--- config.mk ---
export PLATFORM = sky130hd
export DESIGN_NAME = ppu_bg_top
export DESIGN_NICKNAME = d
export VERILOG_FILES = /design/src/ppu_bg_pkg.sv /design/src/ppu_reg_pkg.sv /design/src/bg_line_ctrl.sv /design/src/bg_palette_out.sv /design/src/bg_pixel_shifter.sv /design/src/bg_tile_latch.sv /design/src/ppu_bg_top.sv
export SDC_FILE = /design/constraint.sdc
export NUM_CORES = 1
export LEC_CHECK = 0
export BUFFER_PORTS_ARGS = -buffer_cell sky130_fd_sc_hd__buf_2
export CORE_MARGIN = 2
export CORE_UTILIZATION = 50
export CTS_CLUSTER_SIZE = 14
export DETAILED_ROUTE_END_ITERATION = 10
export PLACE_DENSITY_LB_ADDON = 0.08
export SLEW_MARGIN = 10
export SYNTH_ARGS = -nofsm -noshare
export SYNTH_HDL_FRONTEND = slang
export SYNTH_SLANG_ARGS = --single-unit
export TNS_END_PERCENT = 30
--- constraint.sdc ---
create_clock -name clkpipe -period 1.75 [get_ports clkpipe]
set_clock_uncertainty 0.05 [all_clocks]
set_input_delay 0.35 -clock clkpipe [delete_from_list [all_inputs] [get_ports clkpipe]]
set_output_delay 0.35 -clock clkpipe [all_outputs]
set_load 0.005 [all_outputs]
--- src/ppu_bg_pkg.sv ---
package ppu_bg_pkg;

	// One tile row as fetched from video memory
	typedef struct packed {
		logic [7:0] plane_hi;
		logic [7:0] plane_lo;
	} bg_tile_row_t;

	// Colour index of one pixel
	typedef struct packed {
		logic hi;
		logic lo;
	} bg_pix_t;

	localparam int TILE_W      = 8;   // Pixels per tile row
	localparam int LINE_PIXELS = 160; // Visible pixels per line
	localparam int X_W         = 8;   // Width of the x counter
	localparam int FINE_W      = 3;   // Width of the fine scroll

endpackage

--- src/ppu_reg_pkg.sv ---
package ppu_reg_pkg;

	typedef logic [1:0] shade_t; // 0 lightest, 3 darkest

	// BGP register layout with index 3 in the top bits
	typedef struct packed {
		shade_t shade3;
		shade_t shade2;
		shade_t shade1;
		shade_t shade0;
	} bg_palette_t;

	function automatic shade_t bgp_shade(bg_palette_t pal, logic [1:0] idx);
		shade_t s;
		case (idx)
			2'd0: s = pal.shade0;
			2'd1: s = pal.shade1;
			2'd2: s = pal.shade2;
			default: s = pal.shade3;
		endcase
		return s;
	endfunction

endpackage

--- src/bg_line_ctrl.sv ---
`timescale 1ns/1ns
`default_nettype none

module bg_line_ctrl(
	input  logic clkpipe,
	input  logic reset,
	input  logic line_start,
	input  logic [ppu_bg_pkg::FINE_W-1:0] scx_fine,
	input  logic row_ready,
	output logic fetch_req,
	output logic row_take,
	output logic load,
	output logic shift,
	output logic emit,
	output logic line_end
);
	import ppu_bg_pkg::*;

	localparam int CNT_W = $clog2(TILE_W + 1);
	localparam int ROW_W = $clog2(LINE_PIXELS / TILE_W + 2);

	logic active;
	logic start_pend;
	logic [CNT_W-1:0] pix_left;
	logic [FINE_W-1:0] discard_left;
	logic [X_W-1:0] emit_cnt;
	logic [ROW_W-1:0] rows_left;
	logic [ROW_W-1:0] rows_needed;

	// Rows covering the discarded pixels plus one visible line
	assign rows_needed = ROW_W'((LINE_PIXELS + TILE_W - 1 + scx_fine) / TILE_W);

	assign load      = active && (pix_left == '0) && row_ready;
	assign row_take  = load;
	assign shift     = active && (pix_left != '0); // Stalls once the planes run dry
	assign emit      = shift && (discard_left == '0);
	assign line_end  = emit && (emit_cnt == X_W'(LINE_PIXELS - 1));
	assign fetch_req = start_pend || (load && (rows_left != '0)); // Latch is free again

	always_ff @(posedge clkpipe) begin
		if (reset) begin
			active     <= 1'b0;
			start_pend <= 1'b0;
		end else if (line_start) begin
			active     <= 1'b1;
			start_pend <= 1'b1;
		end else begin
			start_pend <= 1'b0;
			if (line_end)
				active <= 1'b0;
		end
	end

	always_ff @(posedge clkpipe) begin
		if (reset)
			pix_left <= '0;
		else if (line_start)
			pix_left <= '0;
		else if (load)
			pix_left <= CNT_W'(TILE_W);
		else if (shift)
			pix_left <= pix_left - 1'b1;
	end

	always_ff @(posedge clkpipe) begin
		if (reset)
			discard_left <= '0;
		else if (line_start)
			discard_left <= scx_fine; // Fine scroll sampled once per line
		else if (shift && (discard_left != '0))
			discard_left <= discard_left - 1'b1;
	end

	always_ff @(posedge clkpipe) begin
		if (reset)
			emit_cnt <= '0;
		else if (line_start)
			emit_cnt <= '0;
		else if (emit)
			emit_cnt <= emit_cnt + 1'b1;
	end

	always_ff @(posedge clkpipe) begin
		if (reset)
			rows_left <= '0;
		else if (line_start)
			rows_left <= rows_needed;
		else if (fetch_req)
			rows_left <= rows_left - 1'b1;
	end

endmodule

--- src/bg_palette_out.sv ---
`timescale 1ns/1ns
`default_nettype none

module bg_palette_out(
	input  logic clkpipe,
	input  logic reset,
	input  logic bgp_wr,
	input  ppu_reg_pkg::bg_palette_t bgp_data,
	input  ppu_bg_pkg::bg_pix_t pix,
	input  logic emit,
	input  logic line_start,
	input  logic line_end,
	output logic pixel_valid,
	output ppu_reg_pkg::shade_t pixel_shade,
	output logic [ppu_bg_pkg::X_W-1:0] pixel_x,
	output logic line_done
);
	import ppu_bg_pkg::*;
	import ppu_reg_pkg::*;

	bg_palette_t bgp;
	logic [X_W-1:0] x_cnt;

	always_ff @(posedge clkpipe) begin
		if (reset)
			bgp <= '0;
		else if (bgp_wr)
			bgp <= bgp_data; // Seen by emits from the next cycle on
	end

	always_ff @(posedge clkpipe) begin
		if (reset) begin
			pixel_valid <= 1'b0;
			line_done   <= 1'b0;
		end else begin
			pixel_valid <= emit;
			line_done   <= line_end; // Lines up with the last pixel_valid
		end
	end

	always_ff @(posedge clkpipe) begin
		if (reset)
			x_cnt <= '0;
		else if (line_start)
			x_cnt <= '0;
		else if (emit)
			x_cnt <= x_cnt + 1'b1;
	end

	always_ff @(posedge clkpipe) begin
		if (emit) begin
			pixel_shade <= bgp_shade(bgp, pix);
			pixel_x     <= x_cnt;
		end
	end

endmodule

--- src/bg_pixel_shifter.sv ---
`timescale 1ns/1ns
`default_nettype none

module bg_pixel_shifter(
	input  logic clkpipe,
	input  logic reset,
	input  logic load,
	input  logic shift,
	input  ppu_bg_pkg::bg_tile_row_t row,
	output ppu_bg_pkg::bg_pix_t pix
);
	import ppu_bg_pkg::*;

	logic [TILE_W-1:0] plane_hi;
	logic [TILE_W-1:0] plane_lo;

	always_ff @(posedge clkpipe) begin
		if (reset) begin
			plane_hi <= '0;
			plane_lo <= '0;
		end else if (load) begin
			plane_hi <= row.plane_hi;
			plane_lo <= row.plane_lo;
		end else if (shift) begin
			plane_hi <= {plane_hi[TILE_W-2:0], 1'b0}; // Zero fill from bit 0
			plane_lo <= {plane_lo[TILE_W-2:0], 1'b0};
		end
	end

	// Leftmost pixel sits in bit 7 of both planes
	assign pix.hi = plane_hi[TILE_W-1];
	assign pix.lo = plane_lo[TILE_W-1];

endmodule

--- src/bg_tile_latch.sv ---
`timescale 1ns/1ns
`default_nettype none

module bg_tile_latch(
	input  logic clkpipe,
	input  logic reset,
	input  logic [7:0] md,
	input  logic tile_lo_stb,
	input  logic tile_hi_stb,
	input  logic row_take,
	output ppu_bg_pkg::bg_tile_row_t row,
	output logic row_ready
);
	import ppu_bg_pkg::*;

	logic [TILE_W-1:0] lo_hold;

	always_ff @(posedge clkpipe) begin
		if (tile_lo_stb)
			lo_hold <= md; // Frees md for the high plane
	end

	always_ff @(posedge clkpipe) begin
		if (tile_hi_stb) begin
			row.plane_hi <= md;
			row.plane_lo <= lo_hold;
		end
	end

	always_ff @(posedge clkpipe) begin
		if (reset)
			row_ready <= 1'b0;
		else if (tile_hi_stb)
			row_ready <= 1'b1;
		else if (row_take)
			row_ready <= 1'b0; // Row moved into the shifter
	end

endmodule

--- src/ppu_bg_top.sv ---
`timescale 1ns/1ns
`default_nettype none

module ppu_bg_top(
	input  logic clkpipe,
	input  logic reset,
	input  logic [7:0] md,
	input  logic tile_lo_stb,
	input  logic tile_hi_stb,
	input  logic line_start,
	input  logic [ppu_bg_pkg::FINE_W-1:0] scx_fine,
	input  logic bgp_wr,
	input  ppu_reg_pkg::bg_palette_t bgp_data,
	output logic fetch_req,
	output logic pixel_valid,
	output ppu_reg_pkg::shade_t pixel_shade,
	output logic [ppu_bg_pkg::X_W-1:0] pixel_x,
	output logic line_done
);

	ppu_bg_pkg::bg_tile_row_t row;
	ppu_bg_pkg::bg_pix_t pix;
	logic row_ready;
	logic row_take;
	logic load;
	logic shift;
	logic emit;
	logic line_end;

	bg_tile_latch i_bg_tile_latch (
		.clkpipe     (clkpipe),
		.reset       (reset),
		.md          (md),
		.tile_lo_stb (tile_lo_stb),
		.tile_hi_stb (tile_hi_stb),
		.row_take    (row_take),
		.row         (row),
		.row_ready   (row_ready)
	);

	bg_line_ctrl i_bg_line_ctrl (
		.clkpipe    (clkpipe),
		.reset      (reset),
		.line_start (line_start),
		.scx_fine   (scx_fine),
		.row_ready  (row_ready),
		.fetch_req  (fetch_req),
		.row_take   (row_take),
		.load       (load),
		.shift      (shift),
		.emit       (emit),
		.line_end   (line_end)
	);

	bg_pixel_shifter i_bg_pixel_shifter (
		.clkpipe (clkpipe),
		.reset   (reset),
		.load    (load),
		.shift   (shift),
		.row     (row),
		.pix     (pix)
	);

	bg_palette_out i_bg_palette_out (
		.clkpipe     (clkpipe),
		.reset       (reset),
		.bgp_wr      (bgp_wr),
		.bgp_data    (bgp_data),
		.pix         (pix),
		.emit        (emit),
		.line_start  (line_start),
		.line_end    (line_end),
		.pixel_valid (pixel_valid),
		.pixel_shade (pixel_shade),
		.pixel_x     (pixel_x),
		.line_done   (line_done)
	);

endmodule

==> impl_metrics.csv <==
group,metric,value,unit
status,status,"complete, but fails checks",
status,violations,"setup timing",
min_path,min_from,"md[5]",
placed_design,dp.cells,470,
synthesis,postSynthCellCount,329,
drt,vias,2601,
critical_path,end_kind,"output port",
synthesis,yosys-top-cells-count,"dfxtp_1, nor2_1, edfxtp_1",
finish,nFillCells,558,
placed_design,gp_congestion,0.806,
timing,worst_pin_slew,414,ps
clock_tree,cts_buffers,9,
min_path,min_path_type,"in2reg",
power,leakagePower,1.69,nW
global_route,grt_usage,17.6,%
synthesis,ys.flop_type,"dfxtp_1",
clock_tree,path_clk_slew,100,ps
critical_path,r2r.worst_path.cells,8,
timing,rsz0062_at_grt,"yes",
placed_design,hpwl,4350,um
drt,drt.antenna.violating_nets,0,
placed_design,place_area,4060,um^2
drt,drt_iter0_drc,139,
critical_path,reg2reg_from,"i_bg_line_ctrl.rows_left[1]$_SDFFE_PP0P_",
clock_tree,cts-root-buf,"clkbuf_8",
timing,period_needed,2070,ps
synthesis,synth_area,3670,um^2
timing,hold_viol_final,0,
power,power.density,939,nW/um^2
synthesis,synth_cell_type_count,49,
min_path,hold_depth,1,
synthesis,synth.most_common_cell,"dfxtp_1",
critical_path,critPathMaxStageDelay,450,ps
timing,slew_violations,0,
drt,vias_per_cell,5.19,
critical_path,crit_arrival,1670,ps
timing,setup-violations-final,4,
synthesis,synth.area.top_cells,"dfxtp_1, edfxtp_1, nor2_1, a211oi_1, nand3b_1",
floorplanning,rows,31,
floorplanning,fp.dieH,89.7,um
finish,drive_above_1_share,31.8,%
global_route,grt_max_degree,34,
timing,timing.fmax,484,MHz
global_route,use_met1,23.9,%
floorplanning,num_io_pins,38,
synthesis,synth_top_area_share,31.1,%
critical_path,startpoint_type,"flip-flop",
synthesis,async_flop_share,0,%
critical_path,critPathSlowestCell,"or4b_4",
floorplanning,start_util,51.1,%
critical_path,reg2reg_slack,-150,ps
synthesis,synth.largest_area_cell,"dfxtp_1",
synthesis,ys_warn_count,0,
finish,diodes,0,
min_path,whs_endpoint,"i_bg_tile_latch.lo_hold[5]$_DFFE_PP_",
critical_path,crit_fanout,2,
global_route,antenna_found_initial,0,
finish,synthToLayoutAreaGrowth,24.2,%
global_route,first_global_vias,2432,
finish,nets,428,
timing,fin_setup_tns,-527,ps
drt,drt_first_pass_iters,4,
critical_path,regToRegEndpoint,"i_bg_line_ctrl.rows_left[0]$_SDFFE_PP0P_",
synthesis,synth_fp_nets,360,
clock_tree,htree_levels,3,
finish,layout.cell_area.non_filler,4560,um^2
critical_path,crit_required,1350,ps
clock_tree,cts_tree,"built",
clock_tree,clkLatencyLatePin,340,ps
power,vdd.ir_drop.worst,0.524,mV
drt,routed_wl,7200,um
synthesis,synth_edf_count,34,
drt,drc,0,
critical_path,worstSetupPathType,"reg2out",
floorplanning,die_area,8040,um^2
global_route,grt_use_met2,28.2,%
global_route,grt_pass1_wl,11000,um
synthesis,ys_ff_latch,91,
clock_tree,ctsLongestPathBuffers,2,
synthesis,ys_seq_area_share,58.9,%
global_route,grt-busiest-layer,"met2",
critical_path,worstPathCellList,"inv_2 > ha_4 > or4b_4 > a31o_4 > buf_6",
placed_design,io_buffers,37,
floorplanning,die_x,89.7,um
finish,final-instance-count-excl-fill,501,
timing,slew_headroom,72.1,%
timing,setup_slack,-315,ps
finish,multi_input_area,1510,um^2
synthesis,avgSynthCellArea,11.2,um^2
drt,wl_per_cell,14.4,um
finish,layout.area.seq,2170,um^2
global_route,grt_use_met3,3.29,%
power,power,4.28,mW
global_route,grt_overflow,0,
timing,fin_crit_sh,118,%
clock_tree,cts_sinks,91,
floorplanning,coreArea,7180,um^2
flow_run,drv_cap,0,
placed_design,post-place-ws,-57.7,ps
cell type report:
| type | instances | area share (%) |
|---|---|---|
| Clock buffer | 10 | 2.80 |
| Inverter | 11 | 0.934 |
| Tap cell | 99 | 2.72 |
| Sequential cell | 91 | 47.6 |
| Multi-Input combinational cell | 211 | 33.0 |
| Clock inverter | 6 | 1.54 |
| Timing Repair Buffer | 73 | 11.4 |
registers in the layout (all words and copies together), names as in the netlist:
| name | flops |
|---|---|
| i_bg_line_ctrl.active | 1 |
| i_bg_palette_out.pixel_x | 8 |
| i_bg_tile_latch.row_ready | 1 |
| i_bg_pixel_shifter.plane_lo | 8 |
| i_bg_palette_out.bgp | 8 |
| i_bg_line_ctrl.emit_cnt | 8 |
| i_bg_line_ctrl.start_pend | 1 |
| i_bg_tile_latch.lo_hold | 8 |
| i_bg_palette_out.x_cnt | 8 |
| i_bg_line_ctrl.discard_left | 3 |
| i_bg_line_ctrl.rows_left | 5 |
| i_bg_palette_out.pixel_valid | 1 |
| i_bg_palette_out.line_done | 1 |
| i_bg_tile_latch.row | 16 |
| i_bg_line_ctrl.pix_left | 4 |
| i_bg_pixel_shifter.plane_hi | 8 |
| i_bg_palette_out.pixel_shade | 2 |
metal layers:
metal	vias up	share of wire [%]
met5	-	0
met4	0	0.57
met3	5	2.2
met2	40	50
met1	1223	47
li1	1333	-
what timing repair did:
action | 4_1_cts | 5_1_grt
resized for setup | 13 | 29
hold buffers | 0 | 0
setup buffers | 2 | 8
setup endpoints to repair | 6 | 41
pin swaps | 2 | 17
gates cloned | 0 | 5
through the flow:
stage               utilization (%)  hold slack [ps]
finish                         63.5              134
global route                   63.5              108
CTS                            60.1              116
detailed placement             56.5              355
global placement               56.5              352
floorplan                         -              350
kinds of logic after synthesis:
family / synth area share (%)
buffers and inverters: 3.85
and+or+nand+nor: 17.0
xor gates and xnor gates: 2.87
adders and majority gates: 2.05
DFF: 58.9
AOI/OAI and AO/OA: 11.4
muxes: 3.96
critical path, delay by kind of cell (launching register included):
kind	cells	cell delay [ps]
flip-flops	1	330
adder cells (fa/ha/maj)	1	120
AO/OA/AOI/OAI	1	250
buffers and inverters	2	170
AND/OR/NAND/NOR	1	450
worst max path at each step:
stage | endpoint | cells past startpoint | from
3_3_place_gp | i_bg_palette_out.x_cnt[7]$_SDFFE_PP0P_ | 6 | i_bg_line_ctrl.pix_left[0]$_SDFFE_PP0P_
6_report | fetch_req | 5 | i_bg_line_ctrl.rows_left[1]$_SDFFE_PP0P_
2_1_floorplan | i_bg_line_ctrl.emit_cnt[4]$_SDFFE_PP0P_ | 7 | i_bg_line_ctrl.pix_left[0]$_SDFFE_PP0P_
3_5_place_dp | i_bg_line_ctrl.emit_cnt[7]$_SDFFE_PP0P_ | 6 | i_bg_line_ctrl.pix_left[0]$_SDFFE_PP0P_
5_1_grt | fetch_req | 5 | i_bg_line_ctrl.rows_left[1]$_SDFFE_PP0P_
4_1_cts | fetch_req | 5 | i_bg_line_ctrl.rows_left[1]$_SDFFE_PP0P_
cell usage in the layout, fill, tap and decap left out, drive strengths merged, types with 2 or more instances in the layout:
cell,synthesis,routed
inv,10,14
a31oi,2,2
edfxtp,34,34
nor4b,3,3
nand3,9,9
nand4,4,4
or4,3,3
nand2,17,17
a31o,2,2
nor4,2,2
buf,7,71
nor2,46,46
and4,2,2
and2,3,3
xnor2,9,9
a21oi,11,11
o21ai,19,19
clkbuf,11,12
or3b,3,4
ha,6,6
nor3,2,2
mux4,2,2
o21a,1,2
mux2i,10,10
a211oi,18,18
nand3b,15,15
dfxtp,57,57
o31ai,3,3
a22oi,2,2
xor2,3,3
power breakdown:
| group | switching (mW) | internal, mW | total (mW) |
|---|---|---|---|
| registers | 0.0497 | 2.30 | 2.35 |
| logic | 0.260 | 0.249 | 0.509 |
| clock network | 0.741 | 0.678 | 1.42 |
Note: power is estimated with default switching activity, not from simulation.
